<file path="src/source/rvvi_settings.svh">
// Widths and counts for the retirement trace converter
// CSR lane indices, NMI and fetch-fault causes, debug causes

`ifndef RVVI_SETTINGS_SVH
`define RVVI_SETTINGS_SVH

`define RVVI_XLEN                  32
`define RVVI_NUM_GPR               32
`define RVVI_ORDER_W               64

// Tracked machine CSR lanes
`define RVVI_NUM_CSR               6
`define CSR_LANE_MSTATUS           0
`define CSR_LANE_MIE               1
`define CSR_LANE_MTVEC             2
`define CSR_LANE_MSCRATCH          3
`define CSR_LANE_MEPC              4
`define CSR_LANE_MCAUSE            5

`define NMI_CAUSE_LOAD             1024
`define NMI_CAUSE_STORE            1025
`define EXC_CAUSE_INSTR_BUS_FAULT  24
`define DBG_CAUSE_EBREAK           1
`define DBG_CAUSE_TRIGGER          2

`endif

</file>
<file path="src/source/rvvi_trace_pkg.sv">
// Shared data types of the retirement trace converter
// Trap and interrupt records, CSR and GPR arrays

`include "rvvi_settings.svh"

package rvvi_trace_pkg;

   typedef logic [`RVVI_XLEN-1:0]    xlen_t;
   typedef logic [`RVVI_ORDER_W-1:0] order_t;

   // Trap record as it comes out of the core, 12 bits
   typedef struct packed {
      logic       trap;
      logic       exception;
      logic       debug;
      logic [5:0] exception_cause;
      logic [2:0] debug_cause;
   } trap_info_t;

   typedef logic [10:0] intr_cause_t;

   // Interrupt record, 14 bits
   typedef struct packed {
      logic        intr;
      logic        exception;
      logic        interrupt;
      intr_cause_t cause;
   } intr_info_t;

   typedef xlen_t [`RVVI_NUM_CSR-1:0] csr_word_array_t;
   typedef logic  [`RVVI_NUM_CSR-1:0] csr_flag_t;
   typedef xlen_t [`RVVI_NUM_GPR-1:0] gpr_word_array_t;
   typedef logic  [`RVVI_NUM_GPR-1:0] gpr_mask_t;

endpackage

</file>
<file path="src/source/csr_track.sv">
// CSR reconstruction for the tracked machine CSR lanes
// Masked merge of written and read values, per-lane writeback flags
// Lanes follow CSR_LANE_MSTATUS through CSR_LANE_MCAUSE

`timescale 1ns/10ps
`include "rvvi_settings.svh"

module csr_track
   import rvvi_trace_pkg::*;
(
   input  logic            rvvi,
   input  logic            rst_n_i,
   input  logic            retire_accept_i,
   input  csr_word_array_t csr_rdata_i,
   input  csr_word_array_t csr_wdata_i,
   input  csr_word_array_t csr_wmask_i,
   input  csr_word_array_t csr_rmask_i,
   output csr_word_array_t csr_value_o,
   output csr_flag_t       csr_wb_o
);

   csr_word_array_t merged;
   csr_flag_t       touched;

   //////////////////////////////////////////////////
   // Merge
   //////////////////////////////////////////////////

   // Written bits under the write mask, read bits elsewhere
   always_comb begin
      for (int lane = 0; lane < `RVVI_NUM_CSR; lane++) begin
         merged[lane]  = (csr_wdata_i[lane] & csr_wmask_i[lane]) |
                         (csr_rdata_i[lane] & ~csr_wmask_i[lane]);
         touched[lane] = (|csr_wmask_i[lane]) || (|csr_rmask_i[lane]);
      end
   end

   //////////////////////////////////////////////////
   // Lane registers
   //////////////////////////////////////////////////

   always_ff @(posedge rvvi) begin
      if (!rst_n_i) begin
         csr_value_o <= '0;
         csr_wb_o    <= '0;
      end else begin
         // wb is a one-cycle flag
         csr_wb_o <= '0;
         if (retire_accept_i) begin
            // Every lane takes the merge on an accept
            csr_wb_o    <= touched;
            csr_value_o <= merged;
         end
      end
   end

   // A writeback flag always follows an accepted record
   a_wb_after_accept: assert property (@(posedge rvvi) disable iff (!rst_n_i)
      (|csr_wb_o) |-> $past(retire_accept_i));

endmodule

</file>
<file path="config.mk">
export PLATFORM = sky130hd
export DESIGN_NAME = csr_track
export DESIGN_NICKNAME = d
export VERILOG_FILES = /design/src/source/rvvi_trace_pkg.sv /design/src/source/csr_track.sv
export VERILOG_INCLUDE_DIRS = /design/src /design/src/source
export SDC_FILE = /design/constraint.sdc
export NUM_CORES = 1
export LEC_CHECK = 0
export ABC_AREA = 1
export BUFFER_PORTS_ARGS = -buffer_cell sky130_fd_sc_hd__buf_2
export CORE_AREA = 2 2 378 380
export DETAILED_ROUTE_END_ITERATION = 12
export DIE_AREA = 0 0 380 382
export PLACE_DENSITY_LB_ADDON = 0.3
export SLEW_MARGIN = 20
export SYNTH_ARGS = -nofsm -noshare
export SYNTH_HDL_FRONTEND = slang
export SYNTH_SLANG_ARGS = --single-unit
</file>
<file path="constraint.sdc">
create_clock -name rvvi -period 2.35 [get_ports rvvi]
set_clock_uncertainty 0.15 [all_clocks]
set_input_delay 0.705 -clock rvvi [delete_from_list [all_inputs] [get_ports rvvi]]
set_output_delay 0.705 -clock rvvi [all_outputs]
set_load 0.02 [all_outputs]
</file>
==> results by group <==
Worst setup path
  – CP delay by family, top: flip-flops
  – Stages on worst setup path: 1
  – Critical path class: flop to primary output
  – R2r worst-path depth: 2
  – Worst path cell trace: buf_2
  – Crit path launch type: flop
  – Critical path capture point type: primary output
  – Crit path to: csr_wb_o[2]
  – CP max stage delay: 500 ps
  – Slowest CP cell: dfxtp_1
  – R2R Setup Slk: 1410 ps
  – CP Launch Point: csr_wb_o[2]
  – Worst reg2reg endpoint: csr_value_o[101]
  – Crit path DAT: 1270 ps
  – Worst Path Buf+Inv: 1
  – R2R Path Start: csr_value_o[101]
  – Crit path required time: 1490 ps
  – Critical path peak fanout: 1

Min path
  – Hold Path Class: primary input to flop

Timing
  – Tmin final: 2120 ps
  – Worst Setup Slack, final: 228 ps
  – Relative slew slack: 0.662
  – Hold Vio Cnt, Final: 0
  – Final Max Slew Viols: 0
  – Worst-Margin Slew: 506 ps
  – Highest clock rate: 0.471 GHz
  – Sum Neg Setup Slack: 0 ps
  – RSZ-0062 raised after global routing: no
  – Period utilization: 0.903
  – Worst hold slack: 268 ps
  – Final setup fails: 0

Global route
  – Overall Global Routing Usage: 0.135
  – Initial antenna violation count: 85
  – Vias in the first global route: 14,600
  – First-pass GRT wire length: 130,000 µm
  – Largest net degree at the start of global routing: 64
  – Grt ovf: 0

Logic synthesis
  – Post-synth EDFFs: 0
  – Yosys top cell by area: dfxtp_1
  – Seq/Total Area, Yosys: 0.393
  – Count leader, synth: nand2_1
  – Top-area cell type share of the netlist area: 0.393
  – Syn nets: 2,354
  – Number of synthesized register bits: 198
  – Synth area leaders: dfxtp_1, nand2_1, a31oi_1
  – Syn. warnings: 0
  – Async SR Flop Fraction: 0
  – Synthesized area per cell: 6.37 µm²
  – Syn Inst Count: 1,583
  – Count of different cell masters after synthesis: 13
  – Post-synth top flop: dfxtp_1
  – Top post-synthesis cells by count: nand2_1, nor2_1, dfxtp_1
  – Post-Syn Area: 0.0101 mm²

Clock network
  – Max Root-Sink Buffers: 2
  – Root buffer cell: clkbuf_16
  – Hold_buf cts: 0
  – H-tree Lvls: 4
  – Clock latency on the worst-skew pair: 520 ps
  – Clk sinks: 198
  – Setup Buffers After CTS: 0
  – Cts bufs inserted: 17
  – CTS tree: done
  – Post-CTS sizing: 0
  – Clk slew on worst S/H paths: 100 ps

Layout
  – Area grow syn2layout: 77.4%
  – Ratio of cells with drive above 1 in the final layout: 0.405
  – Final nets: 3,313

Die
  – Die height: 382 µm
  – Full die area: 0.145 mm²
  – # IOs: 969
  – Die X: 380 µm
  – Core ar.: 0.141 mm²
  – Floorplan row count: 138
  – Initial core utilization: 0.0716

Detailed routing
  – Avg WL per Cell: 22.6 µm
  – Via/cell ratio: 3.29
  – Post-route DRC: 0
  – Via count: 14,700
  – First-pass DRT Iterations: 8
  – Final WL: 101,000 µm
  – Antenna-violating nets left: 0
  – Drt initial violations: 652

Place
  – Final HPWL DP: 89,900 µm
  – Setup Slack @ Placement: 286 ps
  – Gpl congestion: 0.979
  – IO Port Bufs: 968

Pwr
  – LEAKAGE: 0.00894 µW
  – Power density cells: 533 mW/mm²
  – Worst-case vdd ir drop: 0.328 mV

Flow run
  – Number of max-cap violations: 0

Status
  – Status: complete, no violations
[final cells by class]
class,count,area (µm²)
fillers,16800,123000
repair buffers,1004,5240
well taps,1890,2360
flip-flops and latches,198,3960
multi-input cells,1129,4990
inverters,192,721
clock buffers,17,425
clock inverters,15,164
diodes,12,30.0
[layer usage]
layer,global-route usage,share of wire
met4,0.0176,0.012
met2,0.233,0.48
met5,0,0.0024
met3,0.0510,0.087
met1,0.161,0.42
[kinds of logic (layout without fill, tap and decap cells)]
logic type / Yosys count / in the layout / synth area share
buffers and inverters: 256 / 1228 / 0.113
AOI/OAI and AO/OA: 390 / 390 / 0.217
and+or+nand+nor: 739 / 739 / 0.277
DFF: 198 / 198 / 0.393
other: 0 / 12 / 0
[cell usage in the layout (no fill, tap or decap), drive strengths merged]
cell type,count
buf,1004
nand2,487
nor2,234
inv,199
dfxtp,198
a31oi,192
o21ai,192
nand3,18
clkbuf,17
diode,12
a21oi,6
clkinv,6
clkinvlp,1
bufinv,1
[per-stage QoR]
step | power (µW) | area (µm²) | instances | util
after floorplan | 4740 | 10100 | 1583 | -
after global placement | 6350 | 17300 | 4413 | 0.123
after detailed placement | 6360 | 17300 | 4413 | 0.123
after CTS | 9860 | 17900 | 4445 | 0.127
after global routing | 10100 | 17900 | 4449 | 0.127
final | 9550 | 17900 | 4457 | 0.127
[worst min path at each step]
stage / start / endpoint / slack [ps] / cells after the start
6_report: csr_wdata_i[122] / csr_value_o[122] / 270 / 3
5_1_grt: csr_wdata_i[122] / csr_value_o[122] / 220 / 3
4_1_cts: csr_wdata_i[122] / csr_value_o[122] / 200 / 3
3_5_place_dp: csr_value_o[146] / csr_value_o[146] / 340 / 2
3_3_place_gp: csr_value_o[161] / csr_value_o[161] / 340 / 2
2_1_floorplan: csr_value_o[117] / csr_value_o[117] / 420 / 2
[state kept, by name (all words and copies together), names as in the netlist]
register / cells
csr_wb_o: 6
csr_value_o: 192
[where the power goes]
part	leakage, µW	switching (µW)	total [µW]	internal (µW)
combinational	0.00701	1540	2490	947
clock	0.000288	1810	3320	1510
sequential	0.00165	139	3740	3600
Note: power is estimated with default switching activity, not from simulation.
