--- src/source/rvvi_settings.svh ---
// Widths and counts for the retirement trace converter
// CSR lane indices, NMI and fetch-fault causes, debug causes

`ifndef RVVI_SETTINGS_SVH
`define RVVI_SETTINGS_SVH

`define RVVI_XLEN                  32
`define RVVI_NUM_GPR               32
`define RVVI_ORDER_W               64

// Tracked machine CSR lanes
`define RVVI_NUM_CSR               6
`define CSR_LANE_MSTATUS           0
`define CSR_LANE_MIE               1
`define CSR_LANE_MTVEC             2
`define CSR_LANE_MSCRATCH          3
`define CSR_LANE_MEPC              4
`define CSR_LANE_MCAUSE            5

`define NMI_CAUSE_LOAD             1024
`define NMI_CAUSE_STORE            1025
`define EXC_CAUSE_INSTR_BUS_FAULT  24
`define DBG_CAUSE_EBREAK           1
`define DBG_CAUSE_TRIGGER          2

`endif

--- src/source/rvvi_trace_pkg.sv ---
// Shared data types of the retirement trace converter
// Trap and interrupt records, CSR and GPR arrays

`include "rvvi_settings.svh"

package rvvi_trace_pkg;

   typedef logic [`RVVI_XLEN-1:0]    xlen_t;
   typedef logic [`RVVI_ORDER_W-1:0] order_t;

   // Trap record as it comes out of the core, 12 bits
   typedef struct packed {
      logic       trap;
      logic       exception;
      logic       debug;
      logic [5:0] exception_cause;
      logic [2:0] debug_cause;
   } trap_info_t;

   typedef logic [10:0] intr_cause_t;

   // Interrupt record, 14 bits
   typedef struct packed {
      logic        intr;
      logic        exception;
      logic        interrupt;
      intr_cause_t cause;
   } intr_info_t;

   typedef xlen_t [`RVVI_NUM_CSR-1:0] csr_word_array_t;
   typedef logic  [`RVVI_NUM_CSR-1:0] csr_flag_t;
   typedef xlen_t [`RVVI_NUM_GPR-1:0] gpr_word_array_t;
   typedef logic  [`RVVI_NUM_GPR-1:0] gpr_mask_t;

endpackage

--- src/source/fault_net_tracker.sv ---
// Net events derived from retirement records
// Load/store NMI level, cause and change pulses
// Instruction-bus fault level and change pulse

`timescale 1ns/10ps
`include "rvvi_settings.svh"

module fault_net_tracker
   import rvvi_trace_pkg::*;
(
   input  logic        rvvi,
   input  logic        rst_n_i,
   input  logic        retire_accept_i,
   input  trap_info_t  rvfi_trap_i,
   input  intr_info_t  rvfi_intr_i,
   input  logic [1:0]  rvfi_nmip_i,
   output logic        nmi_o,
   output logic        nmi_change_o,
   output intr_cause_t nmi_cause_o,
   output logic        nmi_cause_change_o,
   output logic        ifetch_fault_o,
   output logic        ifetch_fault_change_o
);

   logic nmi_cause_hit;
   logic nmi_cond;
   logic ifetch_cond;

   assign nmi_cause_hit = rvfi_intr_i.cause == intr_cause_t'(`NMI_CAUSE_LOAD) ||
                          rvfi_intr_i.cause == intr_cause_t'(`NMI_CAUSE_STORE);
   // Taken NMI, or one still pending (nmip bit 0)
   assign nmi_cond      = (rvfi_intr_i.intr && rvfi_intr_i.interrupt && nmi_cause_hit) ||
                          rvfi_nmip_i[0];
   assign ifetch_cond   = rvfi_trap_i.trap && rvfi_trap_i.exception &&
                          rvfi_trap_i.exception_cause == 6'(`EXC_CAUSE_INSTR_BUS_FAULT);

   always_ff @(posedge rvvi) begin
      if (!rst_n_i) begin
         nmi_o                 <= 1'b0;
         nmi_change_o          <= 1'b0;
         nmi_cause_o           <= '0;
         nmi_cause_change_o    <= 1'b0;
         ifetch_fault_o        <= 1'b0;
         ifetch_fault_change_o <= 1'b0;
      end else begin
         // Pulses by default, levels hold
         nmi_change_o          <= 1'b0;
         nmi_cause_change_o    <= 1'b0;
         ifetch_fault_change_o <= 1'b0;
         if (retire_accept_i) begin
            nmi_o                 <= nmi_cond;
            nmi_change_o          <= nmi_cond != nmi_o;
            ifetch_fault_o        <= ifetch_cond;
            ifetch_fault_change_o <= ifetch_cond != ifetch_fault_o;
            if (nmi_cond) begin
               nmi_cause_o        <= rvfi_intr_i.cause;
               nmi_cause_change_o <= rvfi_intr_i.cause != nmi_cause_o;
            end
         end
      end
   end

   // Pulses line up with a real change of the level
   a_nmi_change: assert property (@(posedge rvvi) disable iff (!rst_n_i)
      nmi_change_o |-> nmi_o != $past(nmi_o));
   a_ifetch_change: assert property (@(posedge rvvi) disable iff (!rst_n_i)
      ifetch_fault_change_o |-> ifetch_fault_o != $past(ifetch_fault_o));

endmodule

--- config.mk ---
export PLATFORM = sky130hd
export DESIGN_NAME = fault_net_tracker
export DESIGN_NICKNAME = d
export VERILOG_FILES = /design/src/source/rvvi_trace_pkg.sv /design/src/source/fault_net_tracker.sv
export VERILOG_INCLUDE_DIRS = /design/src /design/src/source
export SDC_FILE = /design/constraint.sdc
export NUM_CORES = 1
export LEC_CHECK = 0
export ABC_AREA = 1
export BUFFER_PORTS_ARGS = -buffer_cell sky130_fd_sc_hd__buf_4
export CAP_MARGIN = 30
export CELL_PAD_IN_SITES_DETAIL_PLACEMENT = 0
export CELL_PAD_IN_SITES_GLOBAL_PLACEMENT = 1
export CORE_AREA = 2 2 57 59
export CTS_CLUSTER_DIAMETER = 30
export CTS_CLUSTER_SIZE = 20
export DETAILED_ROUTE_END_ITERATION = 6
export DIE_AREA = 0 0 59 61
export GPL_ROUTABILITY_DRIVEN = 0
export PLACE_DENSITY_LB_ADDON = 0.1
export SLEW_MARGIN = 20
export SYNTH_ARGS = -nofsm -noshare
export SYNTH_HDL_FRONTEND = slang
export SYNTH_SLANG_ARGS = --single-unit
export TNS_END_PERCENT = 30
--- constraint.sdc ---
create_clock -name rvvi -period 2.6 [get_ports rvvi]
set_clock_uncertainty 0.05 [all_clocks]
set_input_delay 0.52 -clock rvvi [delete_from_list [all_inputs] [get_ports rvvi]]
set_output_delay 0.52 -clock rvvi [all_outputs]
set_load 0.005 [all_outputs]
==> summary.md <==
| Metric | Value |
|---|---|
| Status | `finished, final reports clean` |
| DRT Wirelength | `2.14 mm` |
| Synth warnings | `0` |
| CP max stage cell | `dfxtp_1` |
| Post-CTS sizing | `0` |
| Synth Instances | `134` |
| Library cells used by synthesis | `21` |
| CP peak stage delay | `0.40 ns` |
| Congestion Overflow GR | `0` |
| CP Cell Sequence | `buf_4` |
| # Post-CTS Setup Buffers | `0` |
| Sink Count | `16` |
| HP Class | `reg2reg` |
| Register area share after synthesis | `0.345` |
| CP Max Fanout | `4` |
| Die Y | `61 um` |
| Max cap viols | `0` |
| Die X | `59 um` |
| RSZ-0062 raised after global routing | `false` |
| Asr flop ratio synth | `0` |
| Post-route antenna net violation count | `0` |
| Area leader, netlist | `dfxtp_1` |
| Port-buffer cells | `40` |
| Vias in the first global route | `866` |
| First-pass GRT wire length | `3.48 mm` |
| Crit start category | `flip-flop` |
| Starting DRT DRC Count | `19` |
| PwrDens | `431 nW/um2` |
| Synth Flop Type | `dfxtp_1` |
| Synth Register Bits | `16` |
| Residual DRC count | `0` |
| Std-Cell Core Area | `2950 um2` |
| Worst slew pin tran | `0.281 ns` |
| Largest net degree at the start of global routing | `26` |
| Critical Path AT | `0.81 ns` |
| Syn Std Cell Area | `927 um2` |
| Leak | `0.627 nW` |
| Worst setup EP type | `primary output` |
| Min Tclk post-route | `1.38 ns` |
| Diode count | `0` |
| Die Footprint | `3600 um2` |
| Most frequent cells in the layout | `buf_4 (40), nand2_1 (29), nor2_1 (19), nand3_1 (16), dfxtp_1 (16)` |
| Avg WL per Cell | `10.4 um` |
| Critical Path RT | `2.03 ns` |
| Crit Path Category | `reg2out` |
| Hold-fix buffers, CTS | `0` |
| FMAX | `0.723 GHz` |
| Power, Total | `0.531 mW` |
| Fin. Hold Viols | `0` |
| CTS tree | `done` |
| First-pass DRT Iterations | `4` |
| Area contributors post-synth | `dfxtp_1 (35%), nand2_1 (12%), nand3_1 (8.6%)` |
| Share of cells above drive strength 1 | `0.326` |
| Syn_nets | `165` |
| Clock buffer depth | `2` |
| Pins Over Slew Limit | `0` |
| Buffers & Inverters on Critical Path | `1` |
| Antenna violations before repair | `0` |
| Synth top area share | `0.345` |
| All-Layer GR Usage | `0.127` |
| DR vias/cell | `4.52` |
| Post-synth EDFFs | `0` |
| HPWL Detailed | `1.61 mm` |
| Clock Latency Late Sink | `0.28 ns` |
| Number of H-tree levels | `1` |
| Num CTS Buffers | `3` |
| Worst rel slew slack | `0.813` |
| Setup tns final | `0 ns` |
| Area delta synth->final | `33.1%` |
| Commonest non-fill, non-tap cell in the layout | `buf_4` |
| Root Buffer | `clkbuf_4` |
| Hold_ws | `0.463 ns` |
| Avg Inst Size Synth | `6.92 um2` |
| CP top delay family | `flip-flops` |
| Num rows | `20` |
| Post-layout nets | `205` |
| Clock slew at reported path FFs | `0.09 ns` |
| Initial core utilization | `0.314` |
| Via Count | `926` |
| Crit share post-route | `0.532` |
| Setup Viol. Count Final | `0` |
| Worst vdd ir | `0.213 mV` |
| I/O pin count | `47` |
## worst min-delay path, stage by stage, from the launching register on
cell	delay [ns]
dfxtp_1	0.34
inv_1	0.08
a21oi_1	0.06
## synthesized netlist by cell type, types with 2 or more instances
master,instances
nand2_1,29
nor2_1,19
dfxtp_1,16
nand3_1,16
inv_1,15
xnor2_1,9
a21oi_1,8
a21oi_2,4
inv_2,4
nor2_2,2
o21ai_0,2
## registers in the layout, summed over array words and instances (netlist names)
name                   cells
nmi_cause_change_o         1
nmi_change_o               1
nmi_o                      1
ifetch_fault_o             1
nmi_cause_o               11
ifetch_fault_change_o      1
## power breakdown
| group | total (mW) | internal (mW) | leakage (nW) | switching [mW] |
|---|---|---|---|---|
| clock network | 0.130 | 0.0537 | 0.0138 | 0.0760 |
| logic | 0.131 | 0.0708 | 0.481 | 0.0599 |
| registers | 0.271 | 0.259 | 0.132 | 0.0122 |
## metal layers
layer  GRT usage  up-vias  wire length, um
li1            -      488                -
met1       0.147      409              911
met2       0.230       27             1060
met3      0.0405        2              151
met4      0.0292        0               17
met5           0        -                0
## path summary, 6_finish.rpt
kind	startpoint	to	slack (ns)	cells after the start
setup / recovery	nmi_o	nmi_o	1.22	1
hold / removal	ifetch_fault_o	ifetch_fault_change_o	0.46	2
setup reg to reg	nmi_cause_o[4]	nmi_cause_change_o	1.58	6
hold reg to reg	ifetch_fault_o	ifetch_fault_change_o	0.46	2
## per-stage QoR
step | util | setup slack (ns) | cells | area, um2
floorplan | - | 1.24 | 134 | 927
global placement | 0.410 | 0.982 | 202 | 1210
detailed placement | 0.410 | 0.966 | 202 | 1210
CTS | 0.418 | 1.20 | 205 | 1230
global route | 0.418 | 1.16 | 205 | 1230
finish | 0.418 | 1.22 | 205 | 1230
## final cells by class
class / instances / area [um2]
inverters: 19 / 71.3
repair buffers: 40 / 300
flip-flops and latches: 16 / 320
clock buffers: 3 / 22.5
fillers: 334 / 1720
multi-input cells: 94 / 478
well taps: 33 / 41.3
## kinds of logic after synthesis
logic type | synth area share
xor gates and xnor gates | 0.0945
AOI/OAI and AO/OA | 0.0918
and+or+nand+nor | 0.329
buffers and inverters | 0.139
DFF | 0.345
Note: power is estimated with default switching activity, not from simulation.
