===== src/source/rvvi_settings.svh =====
// Widths and counts for the retirement trace converter
// CSR lane indices, NMI and fetch-fault causes, debug causes

`ifndef RVVI_SETTINGS_SVH
`define RVVI_SETTINGS_SVH

`define RVVI_XLEN                  32
`define RVVI_NUM_GPR               32
`define RVVI_ORDER_W               64

// Tracked machine CSR lanes
`define RVVI_NUM_CSR               6
`define CSR_LANE_MSTATUS           0
`define CSR_LANE_MIE               1
`define CSR_LANE_MTVEC             2
`define CSR_LANE_MSCRATCH          3
`define CSR_LANE_MEPC              4
`define CSR_LANE_MCAUSE            5

`define NMI_CAUSE_LOAD             1024
`define NMI_CAUSE_STORE            1025
`define EXC_CAUSE_INSTR_BUS_FAULT  24
`define DBG_CAUSE_EBREAK           1
`define DBG_CAUSE_TRIGGER          2

`endif


===== src/source/rvvi_trace_pkg.sv =====
// Shared data types of the retirement trace converter
// Trap and interrupt records, CSR and GPR arrays

`include "rvvi_settings.svh"

package rvvi_trace_pkg;

   typedef logic [`RVVI_XLEN-1:0]    xlen_t;
   typedef logic [`RVVI_ORDER_W-1:0] order_t;

   // Trap record as it comes out of the core, 12 bits
   typedef struct packed {
      logic       trap;
      logic       exception;
      logic       debug;
      logic [5:0] exception_cause;
      logic [2:0] debug_cause;
   } trap_info_t;

   typedef logic [10:0] intr_cause_t;

   // Interrupt record, 14 bits
   typedef struct packed {
      logic        intr;
      logic        exception;
      logic        interrupt;
      intr_cause_t cause;
   } intr_info_t;

   typedef xlen_t [`RVVI_NUM_CSR-1:0] csr_word_array_t;
   typedef logic  [`RVVI_NUM_CSR-1:0] csr_flag_t;
   typedef xlen_t [`RVVI_NUM_GPR-1:0] gpr_word_array_t;
   typedef logic  [`RVVI_NUM_GPR-1:0] gpr_mask_t;

endpackage


===== src/source/retire_stage.sv =====
// Retirement stage
// Order deduplication and accept strobe, trap filter,
// registered instruction, PC, mode and privilege width

`timescale 1ns/10ps
`include "rvvi_settings.svh"

module retire_stage
   import rvvi_trace_pkg::*;
(
   input  logic       rvvi,
   input  logic       rst_n_i,
   input  logic       rvfi_valid_i,
   input  order_t     rvfi_order_i,
   input  xlen_t      rvfi_insn_i,
   input  xlen_t      rvfi_pc_rdata_i,
   input  xlen_t      rvfi_pc_wdata_i,
   input  logic [1:0] rvfi_mode_i,
   input  logic [1:0] rvfi_ixl_i,
   input  trap_info_t rvfi_trap_i,
   input  intr_info_t rvfi_intr_i,
   output logic       retire_accept_o,
   output logic       valid_o,
   output order_t     order_o,
   output xlen_t      insn_o,
   output xlen_t      pc_rdata_o,
   output xlen_t      pc_wdata_o,
   output logic [1:0] mode_o,
   output logic [1:0] ixl_o,
   output logic       trap_o,
   output logic       intr_o
);

   order_t last_order_q;
   logic   order_seen_q;
   logic   dbg_no_retire;
   logic   trap_filt;

   // First record after reset has nothing to compare against
   assign retire_accept_o = rvfi_valid_i && (!order_seen_q || rvfi_order_i != last_order_q);

   // Ebreak and trigger entries into debug never retire
   assign dbg_no_retire = rvfi_trap_i.debug &&
                          (rvfi_trap_i.debug_cause == 3'(`DBG_CAUSE_EBREAK) ||
                           rvfi_trap_i.debug_cause == 3'(`DBG_CAUSE_TRIGGER));
   assign trap_filt     = rvfi_trap_i.trap && (rvfi_trap_i.exception || dbg_no_retire);

   always_ff @(posedge rvvi) begin
      if (!rst_n_i) begin
         order_seen_q <= 1'b0;
         last_order_q <= '0;
         valid_o      <= 1'b0;
         order_o      <= '0;
         insn_o       <= '0;
         pc_rdata_o   <= '0;
         pc_wdata_o   <= '0;
         mode_o       <= '0;
         ixl_o        <= '0;
         trap_o       <= 1'b0;
         intr_o       <= 1'b0;
      end else begin
         valid_o <= retire_accept_o;
         if (retire_accept_o) begin
            order_seen_q <= 1'b1;
            last_order_q <= rvfi_order_i;
            order_o      <= rvfi_order_i;
            insn_o       <= rvfi_insn_i;
            pc_rdata_o   <= rvfi_pc_rdata_i;
            pc_wdata_o   <= rvfi_pc_wdata_i;
            mode_o       <= rvfi_mode_i;
            ixl_o        <= rvfi_ixl_i;
            trap_o       <= trap_filt;
            intr_o       <= rvfi_intr_i.intr;
         end
      end
   end

   // No record is reported twice in a row
   a_no_repeat_order: assert property (@(posedge rvvi) disable iff (!rst_n_i)
      valid_o |=> !(valid_o && $stable(order_o)));

endmodule


===== config.mk =====
export PLATFORM = sky130hd
export DESIGN_NAME = retire_stage
export DESIGN_NICKNAME = d
export VERILOG_FILES = /design/src/source/rvvi_trace_pkg.sv /design/src/source/retire_stage.sv
export VERILOG_INCLUDE_DIRS = /design/src /design/src/source
export SDC_FILE = /design/constraint.sdc
export NUM_CORES = 1
export LEC_CHECK = 0
export ABC_AREA = 1
export BUFFER_PORTS_ARGS = -buffer_cell sky130_fd_sc_hd__buf_2
export CAP_MARGIN = 10
export CELL_PAD_IN_SITES_DETAIL_PLACEMENT = 1
export CELL_PAD_IN_SITES_GLOBAL_PLACEMENT = 1
export CORE_MARGIN = 3
export CORE_UTILIZATION = 33
export DETAILED_ROUTE_END_ITERATION = 10
export PLACE_DENSITY = 0.92
export SLEW_MARGIN = 20
export SYNTH_ARGS = -nofsm -noshare
export SYNTH_HDL_FRONTEND = slang
export SYNTH_SLANG_ARGS = --single-unit

===== constraint.sdc =====
create_clock -name rvvi -period 2.13 [get_ports rvvi]
set_input_delay 0.213 -clock rvvi [delete_from_list [all_inputs] [get_ports rvvi]]
set_output_delay 0.213 -clock rvvi [all_outputs]
set_load 0.01 [all_outputs]

==> results.toml <==
[status]
status = "finished with violations"
violations = "negative setup slack"

[sta]
timing.final.crit_share = 1.017
max_freq_mhz = 461.4
grt_setup_unrepaired = "true"
hold_viol = 0
fin_crit_ps = 2167
timing.final.ws_setup_ps = -37.20
relSlewSlack = 0.7352
holdWs_ps = 98.44
setup_tns_ps = -37.20
worst_clock_skew_ps = 16.18
finalSetupViolations = 1
drv_slew = 0
tightest_slew_ps = 397.2

[floorplan]
core_area_um2 = 26130
rows = 59
die_area_um2 = 28630
initial_utilization = 0.3363
die_y_um = 169.2
die_w_um = 169.2
ios = 361

[critical_path]
cpPeakStageDelay_ps = 370
worstSetupStartpointType = "register"
crit_path_end_kind = "output pin"
critPathMaxFanout = 4
worst-path-buf-inv = 3
path_class = "reg -> out"
cpLargestDelayFamily = "simple AND/OR/NAND/NOR gates"
critPathSlowestCell = "dfxtp_1"
crit_arrival_ps = 1950
required_ps = 1920
crit_chain = "inv_1 > nand2_1 > nand2_1 > nor2_1 > nand3_1 > nor2_1 > nand2_2 > nor2_4 > nand2_8 > nand2_4 > inv_2 > buf_6"

[clock_tree]
clock-sinks = 168
htreeDepth = 4
clkTransAtPathRegs_ps = 80
clock_latency_ps = 420
cts_hold_buf = 0
cts_made_buffers = 17
root_buffer = "clkbuf_16"
cts_buffer_depth = 2
cts_tree = "yes"

[route]
drt_wl_total_um = 30190
drc = 0
ant_nets = 0
vias_per_cell = 4.733
vias = 9352
wire_per_inst_um = 15.28
first_iter_violations = 284
detail_route.first_pass.iterations = 4

[layout]
n_fill_cell = 3467
area_growth_syn_to_layout_pct = 32.04
layout-drive-gt1-share = 0.3254
design_area_um2 = 11610
fin_nets = 1818
fin_cells = 1976

[global_routing]
grt_pass1_wl_um = 46880
overflow = 0
grt_max_degree = 67
grt_pass1_vias = 9576
antenna_found_initial = 2
grt.total_usage = 0.1992

[synth]
ys_warn_count = 0
syn_area_um2 = 8790
syn_inst = 1316
synth.net_count = 1509
synth-seq-area-share = 0.3826
avgSynthCellArea_um2 = 6.679
synth-seq-cells = 168
ys_types = 20

[placed_design]
dp_cells = 1932
dp_hpwl_um = 21850
post_dp_cell_area_um2 = 10740
gp_congestion = 0.8220
io_buffer_count = 341

[power_and_ir_drop]
p_per_area_nw_per_um2 = 695.3
leakagePower_nw = 6.476
power.total_mw = 8.070
peakVddDrop_mv = 0.3659

[run]
max_cap_viol_count = 0

[worst_hold_path]
hp-class = "in -> reg"
## kinds of logic after synthesis
family | after synthesis | synth area share
xor+xnor | 23 | 0.02292
compound gates | 183 | 0.1042
flops | 168 | 0.3826
buf+inv | 292 | 0.1466
simple gates | 650 | 0.3436
## cells in the mapped netlist
| cell | number | area, um2 |
|---|---|---|
| xnor2_1 | 10 | 87.58 |
| nor3_1 | 2 | 10.01 |
| nor2_2 | 1 | 6.260 |
| nand4_1 | 1 | 6.260 |
| a21oi_1 | 168 | 840.8 |
| nor2_1 | 200 | 750.7 |
| xor2_1 | 13 | 113.9 |
| o21ai_0 | 14 | 70.07 |
| o21ai_1 | 1 | 5.000 |
| buf_6 | 23 | 259.0 |
| dfxtp_1 | 168 | 3363 |
| inv_1 | 200 | 750.7 |
| clkbuf_1 | 41 | 153.9 |
| nand2_1 | 271 | 1017 |
| buf_1 | 12 | 45.04 |
| buf_2 | 16 | 80.08 |
| nand3_1 | 103 | 515.5 |
| nand2_2 | 1 | 6.260 |
| nand3_2 | 70 | 700.7 |
| nand3b_1 | 1 | 7.510 |
## what timing repair did
item / in CTS / in global routing
pin swaps: 12 / 18
setup endpoints to repair: 140 / 165
gates resized for setup: 28 / 40
setup buffers: 5 / 1
cloned: 2 / 1
## final cells by class
type	count	area, um2	area share
tap	335	419.2	0.03611
sequential	168	3396	0.2926
timing repair buffer	381	2208	0.1903
antenna	3	7.507	0.0006468
multi-input combinational	857	4254	0.3665
inverter	200	750.7	0.06468
clock inverter	13	137.6	0.01186
clock buffer	19	432.9	0.03730
## flip-flops by register name (all words and copies together), names as in the netlist
| signal | flops |
|---|---|
| intr_o | 1 |
| valid_o | 1 |
| ixl_o | 2 |
| pc_rdata_o | 32 |
| pc_wdata_o | 32 |
| last_order_q | 64 |
| insn_o | 32 |
| order_seen_q | 1 |
| mode_o | 2 |
| trap_o | 1 |
## placed cells by master, fill, tap and decap left out, types with 2 or more instances in the layout
cell	instances
a21oi_1	164
a21oi_2	4
buf_12	7
buf_16	2
buf_2	338
buf_4	21
buf_6	11
clkbuf_1	2
clkbuf_16	18
clkinv_4	2
clkinvlp_4	3
dfxtp_1	144
dfxtp_2	23
diode_2	3
inv_1	197
inv_2	3
inv_6	2
inv_8	4
nand2_1	264
nand2_2	6
nand2_8	2
nand3_1	100
nand3_2	73
nor2_1	192
nor2_2	7
nor2_4	2
nor3_1	2
o21ai_0	14
xnor2_1	10
xor2_1	13
## per-stage QoR
step	setup slack (ps)	util
after detailed placement	-72.85	0.4111
final	-37.20	0.4441
after CTS	-46.35	0.4390
after floorplan	474.0	-
after global routing	-189.8	0.4440
after global placement	60.20	0.4111
## where the power goes
part / total (mW) / leakage [nW] / internal [mW] / switching, mW
combinational: 1.45 / 4.80 / 0.617 / 0.832
clock: 3.10 / 0.272 / 1.66 / 1.45
sequential: 3.52 / 1.40 / 3.37 / 0.151
## per-layer routing
| layer | global-route usage | part of all wire | wire length (um) |
|---|---|---|---|
| met1 | 0.2260 | 0.40 | 12200 |
| met2 | 0.3600 | 0.51 | 15350 |
| met3 | 0.05940 | 0.068 | 2065 |
| met4 | 0.06188 | 0.019 | 573 |
| met5 | 0 | 0 | 0 |
## final timing paths
check | startpoint | endpoint | slack [ps] | cells after the start
setup reg to reg | last_order_q[25] | pc_rdata_o[3] | 20 | 13
setup / recovery | last_order_q[25] | retire_accept_o | -40 | 12
hold reg to reg | insn_o[26] | insn_o[26] | 480 | 2
hold / removal | rvfi_pc_rdata_i[25] | pc_rdata_o[25] | 100 | 5
## tightest hold or removal path: cells and delay by family
kind | cells | cell delay, ps
AND/OR/NAND/NOR | 3 | 160
buffers and inverters | 2 | 110
(Power assumes the default switching activity.)
